==> config.mk <==
export PLATFORM = sky130hd
export DESIGN_NAME = mem1_stage_flat
export DESIGN_NICKNAME = d
export VERILOG_FILES = /design/src/hdl/mem_pkg.sv /design/src/hdl/mem_req_if.sv /design/src/hdl/addr_check.sv /design/src/hdl/mem1_stage.sv /design/src/flat_wrapper.sv
export VERILOG_INCLUDE_DIRS = /design/src /design/src/include
export SDC_FILE = /design/constraint.sdc
export NUM_CORES = 1
export LEC_CHECK = 0
export ABC_CLOCK_PERIOD_IN_PS = 8550
export BUFFER_PORTS_ARGS = -buffer_cell sky130_fd_sc_hd__buf_4
export CAP_MARGIN = 10
export CORE_ASPECT_RATIO = 2
export CORE_MARGIN = 2
export CORE_UTILIZATION = 25
export DETAILED_ROUTE_END_ITERATION = 12
export HOLD_SLACK_MARGIN = 0.15
export PLACE_DENSITY = 0.48
export REMOVE_ABC_BUFFERS = 1
export SLEW_MARGIN = 20
export SYNTH_ARGS = -nofsm -noshare
export SYNTH_HDL_FRONTEND = slang
export SYNTH_SLANG_ARGS = --single-unit
==> constraint.sdc <==
create_clock -name clk -period 8.55 [get_ports clk]
set_clock_uncertainty 0.15 [all_clocks]
set_input_delay 0.855 -clock clk [delete_from_list [all_inputs] [get_ports clk]]
set_output_delay 0.855 -clock clk [all_outputs]
set_load 0.03 [all_outputs]
==> src/include/mem_params.svh <==
`ifndef MEM_PARAMS_SVH
`define MEM_PARAMS_SVH

// Data memory geometry, 1024 words.
`define MEM_AW          10
`define MEM_BASE        32'h0000_0000
`define MEM_BYTES       (32'h1 << (`MEM_AW + 2))
`define UNCACHED_BASE   32'h0000_0C00

`define OP_CREDITS      2   // Op buffer depth.
`define FETCH_CREDITS   1

`define REG_IDX_W       5

`endif

==> src/hdl/mem_pkg.sv <==
`include "mem_params.svh"

package mem_pkg;

    typedef logic [31:0]              u32_t;
    typedef logic [`REG_IDX_W-1:0]    reg_idx_t;
    typedef logic [3:0]               byte_en_t;
    typedef logic [`MEM_AW-1:0]       word_addr_t;

    // Access size of a load or store.
    typedef enum logic [1:0] {
        BYTE      = 2'b00,
        HALF_WORD = 2'b01,
        WORD      = 2'b10
    } byte_type_e;

    typedef enum logic [1:0] {
        EXC_NONE = 2'b00,
        EXC_ALE  = 2'b01,   // Misaligned access.
        EXC_ADE  = 2'b10    // Address out of range.
    } excp_e;

    // Memory attribute, cached or uncached.
    typedef enum logic {
        MAT_CC = 1'b0,
        MAT_UC = 1'b1
    } mat_e;

    typedef enum logic {
        LAST_DATA  = 1'b0,
        LAST_FETCH = 1'b1
    } rr_state_e;

endpackage

==> src/hdl/mem_req_if.sv <==
`timescale 1ns/100ps

// One memory peer towards the arbiter.
interface mem_req_if import mem_pkg::*; ();

    logic       req;
    logic       we;
    word_addr_t addr;
    byte_en_t   be;
    u32_t       wdata;
    logic       gnt;
    u32_t       rdata;   // Valid one cycle after gnt on a read.

    modport peer (
        output req, we, addr, be, wdata,
        input  gnt, rdata
    );

    modport arb (
        input  req, we, addr, be, wdata,
        output gnt, rdata
    );

endinterface

==> src/hdl/addr_check.sv <==
`timescale 1ns/100ps
`include "mem_params.svh"

module addr_check import mem_pkg::*; (
    input  u32_t       va_i,
    input  byte_type_e size_i,
    output excp_e      excp_o,
    output mat_e       mat_o,
    output word_addr_t waddr_o
);

    u32_t offset;
    logic misalign;
    logic out_of_range;

    // Direct mapping, physical equals virtual.
    assign offset = va_i - `MEM_BASE;
    assign out_of_range = (va_i < `MEM_BASE) || (offset >= `MEM_BYTES);

    always_comb begin
        unique case (size_i)
            HALF_WORD: misalign = va_i[0];
            WORD:      misalign = |va_i[1:0];
            default:   misalign = 1'b0;
        endcase
    end

    // Alignment wins over range.
    always_comb begin
        if (misalign) begin
            excp_o = EXC_ALE;
        end else if (out_of_range) begin
            excp_o = EXC_ADE;
        end else begin
            excp_o = EXC_NONE;
        end
    end

    assign mat_o = (va_i >= `UNCACHED_BASE) ? MAT_UC : MAT_CC;
    assign waddr_o = offset[`MEM_AW+1:2];

endmodule

==> src/hdl/mem1_stage.sv <==
`timescale 1ns/100ps
`include "mem_params.svh"

module mem1_stage import mem_pkg::*; (
    input  logic       clk,
    input  logic       rst_n,
    input  logic       op_valid_i,
    input  logic       op_is_mem_i,
    input  logic       op_is_store_i,
    input  logic       op_is_signed_i,
    input  byte_type_e op_size_i,
    input  u32_t       op_va_i,
    input  u32_t       op_wdata_i,
    input  reg_idx_t   op_rd_i,
    input  logic       op_wr_rd_i,
    output logic       op_credit_o,
    mem_req_if.peer    mem,
    output logic       fwd_valid_o,
    output reg_idx_t   fwd_idx_o,
    output u32_t       fwd_data_o,
    output logic       fwd_data_ready_o,
    output logic       wb_valid_o,
    output reg_idx_t   wb_rd_o,
    output logic       wb_we_o,
    output u32_t       wb_data_o,
    output excp_e      wb_excp_o,
    output mat_e       wb_mat_o
);

    localparam int PTR_W = $clog2(`OP_CREDITS);
    localparam int LAST  = `OP_CREDITS - 1;

    logic       buf_is_mem    [`OP_CREDITS];
    logic       buf_is_store  [`OP_CREDITS];
    logic       buf_is_signed [`OP_CREDITS];
    byte_type_e buf_size      [`OP_CREDITS];
    u32_t       buf_va        [`OP_CREDITS];
    u32_t       buf_wdata     [`OP_CREDITS];
    reg_idx_t   buf_rd        [`OP_CREDITS];
    logic       buf_wr_rd     [`OP_CREDITS];

    logic [PTR_W-1:0] wr_ptr, rd_ptr;
    logic [PTR_W:0]   count;
    logic             head_valid, head_load, retire;
    excp_e            chk_excp, head_excp;
    mat_e             chk_mat;
    word_addr_t       head_waddr;
    u32_t             st_word, ld_word;
    byte_en_t         st_be;
    logic [7:0]       ld_byte;
    logic [15:0]      ld_half;

    logic       wb_load_q, wb_signed_q;
    byte_type_e wb_size_q;
    logic [1:0] wb_lane_q;
    u32_t       wb_data_q;

    always_ff @(posedge clk) begin
        if (op_valid_i) begin
            buf_is_mem[wr_ptr]    <= op_is_mem_i;
            buf_is_store[wr_ptr]  <= op_is_store_i;
            buf_is_signed[wr_ptr] <= op_is_signed_i;
            buf_size[wr_ptr]      <= op_size_i;
            buf_va[wr_ptr]        <= op_va_i;
            buf_wdata[wr_ptr]     <= op_wdata_i;
            buf_rd[wr_ptr]        <= op_rd_i;
            buf_wr_rd[wr_ptr]     <= op_wr_rd_i;
        end
    end

    // Upstream credits keep the buffer from overflowing.
    always_ff @(posedge clk, negedge rst_n) begin
        if (~rst_n) begin
            wr_ptr <= '0;
            rd_ptr <= '0;
            count  <= '0;
        end else begin
            if (op_valid_i) wr_ptr <= (wr_ptr == PTR_W'(LAST)) ? '0 : wr_ptr + 1'b1;
            if (retire)     rd_ptr <= (rd_ptr == PTR_W'(LAST)) ? '0 : rd_ptr + 1'b1;
            count <= count + (PTR_W+1)'(op_valid_i) - (PTR_W+1)'(retire);
        end
    end

    assign head_valid = (count != '0);

    addr_check u_addr_check (
        .va_i    (buf_va[rd_ptr]),
        .size_i  (buf_size[rd_ptr]),
        .excp_o  (chk_excp),
        .mat_o   (chk_mat),
        .waddr_o (head_waddr)
    );

    assign head_excp = buf_is_mem[rd_ptr] ? chk_excp : EXC_NONE;
    assign head_load = buf_is_mem[rd_ptr] & ~buf_is_store[rd_ptr];

    // Store data onto its byte lanes.
    always_comb begin
        st_word = buf_wdata[rd_ptr];
        st_be   = 4'b1111;
        unique case (buf_size[rd_ptr])
            BYTE: begin
                st_word[8*buf_va[rd_ptr][1:0] +: 8] = buf_wdata[rd_ptr][7:0];
                st_be = 4'b0001 << buf_va[rd_ptr][1:0];
            end
            HALF_WORD: begin
                st_word[16*buf_va[rd_ptr][1] +: 16] = buf_wdata[rd_ptr][15:0];
                st_be = buf_va[rd_ptr][1] ? 4'b1100 : 4'b0011;
            end
            default: ;
        endcase
    end

    assign mem.req   = head_valid & buf_is_mem[rd_ptr] & (head_excp == EXC_NONE);
    assign mem.we    = buf_is_store[rd_ptr];
    assign mem.addr  = head_waddr;
    assign mem.be    = st_be;
    assign mem.wdata = st_word;

    // Non-memory ops leave after one cycle at the head.
    assign retire = head_valid & (~buf_is_mem[rd_ptr] | (head_excp != EXC_NONE) | mem.gnt);

    assign fwd_valid_o      = head_valid & buf_wr_rd[rd_ptr] & (buf_rd[rd_ptr] != '0);
    assign fwd_idx_o        = buf_rd[rd_ptr];
    assign fwd_data_o       = buf_va[rd_ptr];
    assign fwd_data_ready_o = ~head_load;

    always_ff @(posedge clk, negedge rst_n) begin
        if (~rst_n) begin
            wb_valid_o  <= 1'b0;
            wb_we_o     <= 1'b0;
            op_credit_o <= 1'b0;
        end else begin
            wb_valid_o  <= retire;
            wb_we_o     <= retire & buf_wr_rd[rd_ptr] & (head_excp == EXC_NONE);
            op_credit_o <= retire;
        end
    end

    always_ff @(posedge clk) begin
        if (retire) begin
            wb_rd_o     <= buf_rd[rd_ptr];
            wb_excp_o   <= head_excp;
            wb_mat_o    <= buf_is_mem[rd_ptr] ? chk_mat : MAT_CC;
            wb_load_q   <= head_load & (head_excp == EXC_NONE);
            wb_signed_q <= buf_is_signed[rd_ptr];
            wb_size_q   <= buf_size[rd_ptr];
            wb_lane_q   <= buf_va[rd_ptr][1:0];
            wb_data_q   <= (buf_is_mem[rd_ptr] & buf_is_store[rd_ptr]) ? st_word : buf_va[rd_ptr];
        end
    end

    // Pick the lane of the read word and extend it.
    always_comb begin
        ld_byte = mem.rdata[8*wb_lane_q +: 8];
        ld_half = mem.rdata[16*wb_lane_q[1] +: 16];
        unique case (wb_size_q)
            BYTE:      ld_word = {{24{wb_signed_q & ld_byte[7]}}, ld_byte};
            HALF_WORD: ld_word = {{16{wb_signed_q & ld_half[15]}}, ld_half};
            default:   ld_word = mem.rdata;
        endcase
    end

    assign wb_data_o = wb_load_q ? ld_word : wb_data_q;

endmodule

==> src/flat_wrapper.sv <==
// flat-port wrapper written by rule: the top's interface ports become plain ports
module mem1_stage_flat import mem_pkg::*;
  (clk, rst_n, op_valid_i, op_is_mem_i, op_is_store_i, op_is_signed_i, op_size_i, op_va_i, op_wdata_i, op_rd_i, op_wr_rd_i, op_credit_o, fwd_valid_o, fwd_idx_o, fwd_data_o, fwd_data_ready_o, wb_valid_o, wb_rd_o, wb_we_o, wb_data_o, wb_excp_o, wb_mat_o, mem_req, mem_we, mem_addr, mem_be, mem_wdata, mem_gnt, mem_rdata);
  mem_req_if mem_i ();
  input  logic clk;
  input  logic rst_n;
  input  logic op_valid_i;
  input  logic op_is_mem_i;
  input  logic op_is_store_i;
  input  logic op_is_signed_i;
  input  byte_type_e op_size_i;
  input  u32_t op_va_i;
  input  u32_t op_wdata_i;
  input  reg_idx_t op_rd_i;
  input  logic op_wr_rd_i;
  output logic op_credit_o;
  output logic fwd_valid_o;
  output reg_idx_t fwd_idx_o;
  output u32_t fwd_data_o;
  output logic fwd_data_ready_o;
  output logic wb_valid_o;
  output reg_idx_t wb_rd_o;
  output logic wb_we_o;
  output u32_t wb_data_o;
  output excp_e wb_excp_o;
  output mat_e wb_mat_o;
  output wire logic [$bits(mem_i.req)-1:0] mem_req;
  output wire logic [$bits(mem_i.we)-1:0] mem_we;
  output wire logic [$bits(mem_i.addr)-1:0] mem_addr;
  output wire logic [$bits(mem_i.be)-1:0] mem_be;
  output wire logic [$bits(mem_i.wdata)-1:0] mem_wdata;
  input wire logic [$bits(mem_i.gnt)-1:0] mem_gnt;
  input wire logic [$bits(mem_i.rdata)-1:0] mem_rdata;
  assign mem_req = mem_i.req;
  assign mem_we = mem_i.we;
  assign mem_addr = mem_i.addr;
  assign mem_be = mem_i.be;
  assign mem_wdata = mem_i.wdata;
  assign mem_i.gnt = mem_gnt;
  assign mem_i.rdata = mem_rdata;
  mem1_stage u_core (.clk(clk), .rst_n(rst_n), .op_valid_i(op_valid_i), .op_is_mem_i(op_is_mem_i), .op_is_store_i(op_is_store_i), .op_is_signed_i(op_is_signed_i), .op_size_i(op_size_i), .op_va_i(op_va_i), .op_wdata_i(op_wdata_i), .op_rd_i(op_rd_i), .op_wr_rd_i(op_wr_rd_i), .op_credit_o(op_credit_o), .mem(mem_i), .fwd_valid_o(fwd_valid_o), .fwd_idx_o(fwd_idx_o), .fwd_data_o(fwd_data_o), .fwd_data_ready_o(fwd_data_ready_o), .wb_valid_o(wb_valid_o), .wb_rd_o(wb_rd_o), .wb_we_o(wb_we_o), .wb_data_o(wb_data_o), .wb_excp_o(wb_excp_o), .wb_mat_o(wb_mat_o));
endmodule
==> results of run 1 <==
final cells by class:
type | instances | area (µm²) | area share (%)
well taps | 454 | 568 | 4.70
clock buffers | 24 | 494 | 4.09
flip-flops and latches | 202 | 6040 | 50.0
inverters | 26 | 97.6 | 0.807
multi-input cells | 357 | 2880 | 23.8
clock inverters | 10 | 83.8 | 0.693
repair buffers | 254 | 1920 | 15.9
diodes | 1 | 2.50 | 0.0207
worst register-to-register path, delay by kind of cell (launching register included):
kind,cells,cell delay (ns)
buffers and inverters,2,0.78
adders and majority gates,2,0.47
DFF,1,0.75
xor gates and xnor gates,2,0.30
and+or+nand+nor,1,0.52
AOI/OAI and AO/OA,3,0.86
logic make-up (layout without fill, tap and decap cells):
| kind of cell | count (synthesis) | after routing | share of synthesized area [%] |
|---|---|---|---|
| other | 0 | 1 | 0 |
| buffers and inverters | 64 | 314 | 3.30 |
| adder cells (fa/ha/maj) | 9 | 9 | 1.23 |
| AND/OR/NAND/NOR | 118 | 118 | 6.14 |
| multiplexers | 118 | 118 | 15.1 |
| AO/OA/AOI/OAI | 109 | 109 | 8.25 |
| flip-flops | 202 | 202 | 65.7 |
| XOR/XNOR | 3 | 3 | 0.286 |
power by group through the flow:
stage               sequential [W]  combinational [W]  clock [W]
global placement           0.00160            0.00284          0
floorplan                  0.00169            0.00157          0
CTS                        0.00159            0.00286   0.000849
global route               0.00162            0.00296   0.000879
detailed placement         0.00161            0.00285          0
finish                     0.00159            0.00280   0.000821
cell usage after synthesis (all sizes together) (8+ instances only):
master and instances:
a21oi 49, a222oi 8, a22o 16, buf 26, clkbuf 12, edfxtp 196
ha 9, inv 26, mux2 86, mux2i 24, mux4 8, nand2 39
nor2 42, nor4 9, o22ai 9, o2bb2ai 8
repair_timing:
action,in CTS,in global routing
hold buffers,1,0
setup buffers,0,0
gates resized for setup,0,0
hold endpoints to repair,6,0
per-stage QoR:
step	util (%)	power (W)	setup slack, ns	hold WS [ns]
after floorplan	-	0.00327	1.30	0.303
after global placement	31.5	0.00445	4.23	0.346
after detailed placement	31.6	0.00446	4.19	0.356
after CTS	33.2	0.00529	3.63	0.349
after global routing	33.2	0.00546	3.46	0.353
final	33.2	0.00520	3.72	0.361
path summary, 6_finish.rpt:
check	cells past startpoint	slack, ns	end	from
worst max-delay path	7	3.72	mem_wdata[25]	u_core.rd_ptr$_DFFE_PN0P_
min in group asynchronous	2	0.54	u_core.op_credit_o$_DFF_PN0_	rst_n
worst min register to register	1	0.36	u_core.count[1]$_DFF_PN0_	u_core.count[1]$_DFF_PN0_
max in group asynchronous	2	7.57	u_core.rd_ptr$_DFFE_PN0P_	rst_n
worst min-delay path	1	0.36	u_core.count[1]$_DFF_PN0_	u_core.count[1]$_DFF_PN0_
worst max register to register	10	4.65	u_core.count[1]$_DFF_PN0_	u_core.rd_ptr$_DFFE_PN0P_
metal layers:
layer / vias up / GRT usage [%] / routed length [µm]
met2: 230 / 32.4 / 18300
met4: 0 / 6.87 / 1210
met3: 43 / 2.12 / 1570
met1: 3103 / 16.9 / 11300
li1: 2877 / - / -
met5: - / 0 / 0
sequential cells by signal (all words and copies together) (netlist names):
register	flops
u_core.wb_lane_q	2
u_core.rd_ptr	1
u_core.wb_mat_o	1
u_core.buf_size	4
u_core.buf_wr_rd	2
u_core.wb_excp_o	2
u_core.wb_data_q	32
u_core.buf_va	64
u_core.buf_is_signed	2
u_core.wr_ptr	1
u_core.buf_wdata	64
u_core.wb_size_q	2
u_core.count	2
u_core.buf_is_mem	2
u_core.wb_we_o	1
u_core.buf_is_store	2
u_core.wb_rd_o	5
u_core.buf_rd	10
u_core.wb_signed_q	1
u_core.op_credit_o	1
u_core.wb_load_q	1
==> run metrics, run 1 <==
status=finished, final reports clean; Slew HR=37.0%; Post-synth EDFFs=196; Flop pwr share=30.5%; clock latency on the worst-skew pair=0.51 ns; Num CTS Buffers=19; most frequent cells in the layout=252 x buf_4, 196 x edfxtp_1, 86 x mux2_2; first-pass GRT wire length=45400 µm; Int Power=0.00287 W; final instance area=12100 µm²; Setup crit start kind=flop; initial antenna violation count=1; vias in the first global route=6544; Synth Cell Area=9190 µm²; period utilization=56.5%; Via density=4.71; Cells after Synth=623; share of the synthesized area in the top cell type=64.1%; Hold Path Class=reg2reg; via count=6253; Die Wd=140 µm; Synth Register Bits=202; Sw Share=44.9%; total die area=38400 µm²; Cell Count, Final, Fillers Out=1328; pin count of the biggest net entering global routing=54; Total GRT Usage=16.3%; fin. max-slew vios=0; Fillers=3714; Yosys top cell by area=edfxtp_1; crit path kind=reg2out; maxcap violations=0; Root Buffer=clkbuf_16; CP max stage cell=dfrtp_4; GRT overflow=0; Worst-path clk slew=0.07 ns; crit path DAT=3.83 ns; commonest non-fill, non-tap cell in the layout=buf_4; peak supply drop=241 µV; share of total power in combinational logic=53.8%; Syn Area/Cell=14.7 µm²; critical path's top delay family=compound AO/OA/AOI/OAI gates; GPL Wtd Cong=0.784; Worst Max-Slew Pin Slew=0.938 ns; CP peak stage delay=0.75 ns; Total Wirelength=32400 µm; min cycle time layout=4.83 ns; crit-path cells=mux2i_1 -> ha_1 -> or2_2 -> o211ai_1 -> a222oi_1 -> inv_1 -> buf_4; Avg WL per Cell=24.4 µm; Initial DRC Count=336; drt first pass iters=5; core area=36400 µm²; setup TNS=0 ns; Clk network pwr share=15.8%; DPL Wire Length=25100 µm; placement row count=99; Synth cell types=53; worst path bufs/invs=2; CTS tree=done; DR DRC count=0; share of cells above drive strength 1=44.1%; Max Root-Sink Buffers=3; ys flop type=edfxtp_1; chip height=275 µm; P&R area growth vs syn=31.6%; DP Area=11500 µm²; Synth area leaders=edfxtp_1 64%, mux2_2 11%, a21oi_1 2.7%; Worst EP required=7.55 ns; num ports=241; Max Clock Freq=207 MHz; ys async rst share=2.97%; Initial Utilization=25.2%; RSZ-0062 raised after global routing=no; Final Hold Viols=0; clock sink total=202; critical path endpoint category=primary output; Inst Count DP=1292; Yosys Warn Count=0; Static Leak=4.64 nW; PD cells=430 nW/µm²; register area share after synthesis=65.7%; final net count=980; Port-buffer cells=240; H-tree Lvls=1; Worst Path Max Fanout=32; Setup-failing EPs final=0; post-route ant nets=0; NetSw=0.00234 W
No activity file was read; power rests on OpenSTA's default activity.
==> run 2: changes to the inputs <==
Settings changed: ABC_CLOCK_PERIOD_IN_PS 8550 to 4400, PLACE_DENSITY 0.48 to 0.49.
Clock period 8.55 ns to 4.4 ns, I/O delays scaled along.
==> run metrics, run 2 (synthesized netlist as in run 1, its figures left out) <==
first-pass GRT wire length=45200 µm; chip height=275 µm; Resize count post-CTS=0; Final Hold Viols=0; final instance area=12900 µm²; Hold Path Class=in2reg; post-route ant nets=0; drt first pass iters=7; Fillers=3691; via count=6494; Max Clock Freq=243 MHz; H-tree Lvls=1; Total Wirelength=31900 µm; fin. max-slew vios=0; placement row count=99; critical path endpoint category=primary output; Die Wd=140 µm; Avg WL per Cell=22.7 µm; final net count=1061; Setup-failing EPs final=0; Worst-path clk slew=0.07 ns; peak supply drop=480 µV; clock sink total=202; Worst Path Max Fanout=20; DR DRC count=0; core area=36400 µm²; largest registers=u_core.buf_va (64), u_core.buf_wdata (64), u_core.wb_data_q (32); vias in the first global route=6942; initial antenna violation count=0; min cycle time layout=4.11 ns; final core utilization=35.4%; status=finished, final reports clean; clock latency on the worst-skew pair=0.51 ns; Power, Total=0.0101 W; most frequent cells in the layout=254 x buf_4, 196 x edfxtp_1, 86 x mux2_2; crit path kind=reg2out; Port-buffer cells=240; total die area=38400 µm²; pin count of the biggest net entering global routing=61; RSZ-0062 raised after global routing=no; GPL Wtd Cong=0.858; Num CTS Buffers=20; share of cells above drive strength 1=40.8%; Total GRT Usage=16.0%; Initial DRC Count=395; num ports=241; GRT overflow=0; Max Root-Sink Buffers=3; maxcap violations=0; commonest non-fill, non-tap cell in the layout=buf_4; crit path DAT=3.52 ns; Worst Max-Slew Pin Slew=0.914 ns; Ant. Diodes=0; Root Buffer=clkbuf_16; Worst EP required=3.81 ns; Static Leak=4.97 nW; Via density=4.62; P&R area growth vs syn=40.2%; Setup crit start kind=flop; DPL Wire Length=24500 µm; DP Area=11500 µm²; PD cells=786 nW/µm²; Initial Utilization=25.2%; CTS tree=done; Slew HR=39.0%; period utilization=93.4%
==> run 2: path summary, 6_finish.rpt <==
path | start | end | slack [ns] | cells past startpoint
setup reg to reg | u_core.rd_ptr$_DFFE_PN0P_ | u_core.count[1]$_DFF_PN0_ | 0.78 | 12
setup / recovery | u_core.rd_ptr$_DFFE_PN0P_ | mem_wdata[31] | 0.29 | 7
hold / removal | mem_gnt | u_core.rd_ptr$_DFFE_PN0P_ | 0.27 | 4
max in group asynchronous | rst_n | u_core.rd_ptr$_DFFE_PN0P_ | 3.06 | 3
hold reg to reg | u_core.count[1]$_DFF_PN0_ | u_core.count[1]$_DFF_PN0_ | 0.36 | 1
min in group asynchronous | rst_n | u_core.op_credit_o$_DFF_PN0_ | 0.75 | 3
==> run 2: final cells by class <==
type | instances | area [µm²] | share of cell area, %
timing repair buffer | 334 | 2720 | 21.1
clock inverter | 9 | 57.6 | 0.447
sequential | 202 | 6040 | 46.9
tap | 454 | 568 | 4.41
inverter | 26 | 97.6 | 0.758
clock buffer | 24 | 515 | 4.00
multi-input combinational | 357 | 2880 | 22.4
==> run 2: where the power goes <==
group	total (W)	switching, W	internal (W)
Combinational	0.00543	0.00348	0.00195
Sequential	0.00313	0.000309	0.00282
Clock	0.00156	0.000721	0.000837
Total	0.0101	0.00451	0.00561
==> run 2: per-layer routing <==
layer	track usage [%]	wire length [µm]	up-vias
li1	-	-	3030
met1	17.2	11700	3234
met2	31.7	17800	196
met3	1.97	1340	34
met4	5.92	974	0
met5	0	0	-
==> run 2: what timing repair did <==
action,CTS,global route
hold buffers,78,0
setup endpoints to repair,0,0
buffers inserted,0,0
hold endpoints to repair,158,0
==> run 2: through the flow <==
step,setup WS [ns],hold slack (ns),setup TNS (ns),std cells
global placement,0.776,0.111,0,1294
detailed placement,0.783,0.111,0,1295
floorplan,-2.85,-0.00559,-129.81,585
global route,0.104,0.278,0,1406
finish,0.291,0.270,0,1406
CTS,0.211,0.253,0,1406
==> run 2: critical path, cell delays in order, from the launching register on <==
cell	delay, ns
dfrtp_4	0.65
mux2i_1	0.35
ha_1	0.43
or2_2	0.22
o211ai_1	0.35
a222oi_1	0.68
inv_1	0.11
buf_4	0.19
==> run 3: changes to the inputs <==
Settings changed: CORE_UTILIZATION 25 to 45, PLACE_DENSITY 0.49 to 0.76.
==> run metrics, run 3 (synthesized netlist as in run 1, its figures left out) <==
Total Wirelength=27500 µm; Initial DRC Count=448; Worst EP required=3.81 ns; GRT overflow=0; Clk network pwr share=16.7%; Initial Utilization=45.3%; CTS tree=done; H-tree Lvls=1; PD cells=796 nW/µm²; Worst-path clk slew=0.07 ns; fin. max-slew vios=0; Num CTS Buffers=18; most frequent cells in the layout=251 x buf_4, 196 x edfxtp_1, 86 x mux2_2; largest registers=u_core.buf_va (64), u_core.buf_wdata (64), u_core.wb_data_q (32); Max Clock Freq=241 MHz; core area=20300 µm²; critical path endpoint category=primary output; Sw Share=43.1%; Flop pwr share=31.0%; P&R area growth vs syn=37.8%; Slew HR=27.8%; post-route ant nets=0; FF-to-FF Start=u_core.rd_ptr$_DFFE_PN0P_; Avg WL per Cell=22.7 µm; share of total power in combinational logic=52.3%; maxcap violations=0; Final Hold Viols=0; final instance area=12700 µm²; total die area=21600 µm²; DR DRC count=0; Die Wd=105 µm; Port-buffer cells=240; clock sink total=202; Resize count post-CTS=0; clock latency on the worst-skew pair=0.50 ns; Root Buffer=clkbuf_16; Worst Path Max Fanout=22; RSZ-0062 raised after global routing=no; Worst Max-Slew Pin Slew=1.08 ns; drt first pass iters=8; crit path kind=reg2out; DPL Wire Length=19600 µm; GPL Wtd Cong=0.867; Via density=5.55; peak supply drop=413 µV; status=finished, final reports clean; Static Leak=4.98 nW; Setup Fix Bufs, Post-CTS=0; hold path endpoint=u_core.rd_ptr$_DFFE_PN0P_; num ports=241; final core utilization=62.5%; share of cells above drive strength 1=41.0%; commonest non-fill, non-tap cell in the layout=buf_4; Total GRT Usage=24.8%; reg2reg setup slack=0.68 ns; Max Root-Sink Buffers=3; period utilization=94.5%; Setup-failing EPs final=0; FF-to-FF End=u_core.count[1]$_DFF_PN0_; final net count=1055; initial antenna violation count=1; vias in the first global route=6988; NetSw=0.00434 W; crit path DAT=3.57 ns; depth of the worst register-to-register path=12; Int Power=0.00574 W; min cycle time layout=4.16 ns; Hold Path Class=in2reg; placement row count=74; pin count of the biggest net entering global routing=76; hold path cells=4; Setup crit start kind=flop; hold path start=mem_gnt; chip height=206 µm; DP Area=11200 µm²; via count=6735; first-pass GRT wire length=40300 µm
-- run 3: power groups by stage --
| stage | clock network, W | logic (W) | registers, W |
|---|---|---|---|
| global placement | 0 | 0.00514 | 0.00314 |
| detailed placement | 0 | 0.00518 | 0.00316 |
| global route | 0.00178 | 0.00555 | 0.00317 |
| finish | 0.00168 | 0.00527 | 0.00313 |
| CTS | 0.00169 | 0.00526 | 0.00312 |
| floorplan | 0 | 0.00306 | 0.00329 |
-- run 3: worst max-delay path by stage --
stage | start | endpoint | slack, ns | cells past startpoint
floorplan | u_core.rd_ptr$_DFFE_PN0P_ | u_core.count[1]$_DFF_PN0_ | -2.85 | 12
global placement | u_core.rd_ptr$_DFFE_PN0P_ | mem_wdata[27] | 0.84 | 7
detailed placement | u_core.rd_ptr$_DFFE_PN0P_ | u_core.count[1]$_DFF_PN0_ | 0.70 | 12
CTS | u_core.rd_ptr$_DFFE_PN0P_ | mem_wdata[27] | 0.29 | 7
global route | u_core.rd_ptr$_DFFE_PN0P_ | mem_wdata[27] | 0.06 | 7
finish | u_core.rd_ptr$_DFFE_PN0P_ | mem_wdata[26] | 0.24 | 7
-- run 3: final cells by class --
cell class	instances	area (µm²)
diodes	1	2.50
clock buffers	23	499
clock inverters	9	136
fillers	1485	7610
inverters	26	97.6
multi-input cells	357	2880
flip-flops and latches	202	6040
well taps	266	333
repair buffers	330	2680
-- run 3: timing repair --
action	CTS	global route
setup endpoints to repair	0	0
endpoints found under the hold margin	158	0
hold buffers	79	0
-- run 3: critical path, stage by stage, from the launching register on --
cell      delay (ns)
dfrtp_4         0.64
mux2_2          0.45
inv_1           0.21
ha_1            0.31
nor4_2          0.84
a222oi_1        0.33
inv_1           0.13
buf_4           0.17
-- run 3: metal layers --
layer  vias to the layer above  part of all wire (%)  GRT usage (%)
met5                         -                     0              0
met4                         0                   7.8           17.4
met3                       100                   5.5           3.50
met2                       318                    53           45.3
met1                      3284                    33           26.0
li1                       3033                     -              -
-- run 3: metrics by stage --
stage	setup WS (ns)	power (W)	cells	setup TNS (ns)	hold slack, ns
after floorplan	-2.85	0.00635	585	-129.81	-0.00559
after detailed placement	0.704	0.00834	1102	0	0.114
after global placement	0.838	0.00828	1102	0	0.116
after CTS	0.290	0.0101	1213	0	0.367
after global routing	0.0589	0.0105	1214	0	0.381
final	0.242	0.0101	1214	0	0.366
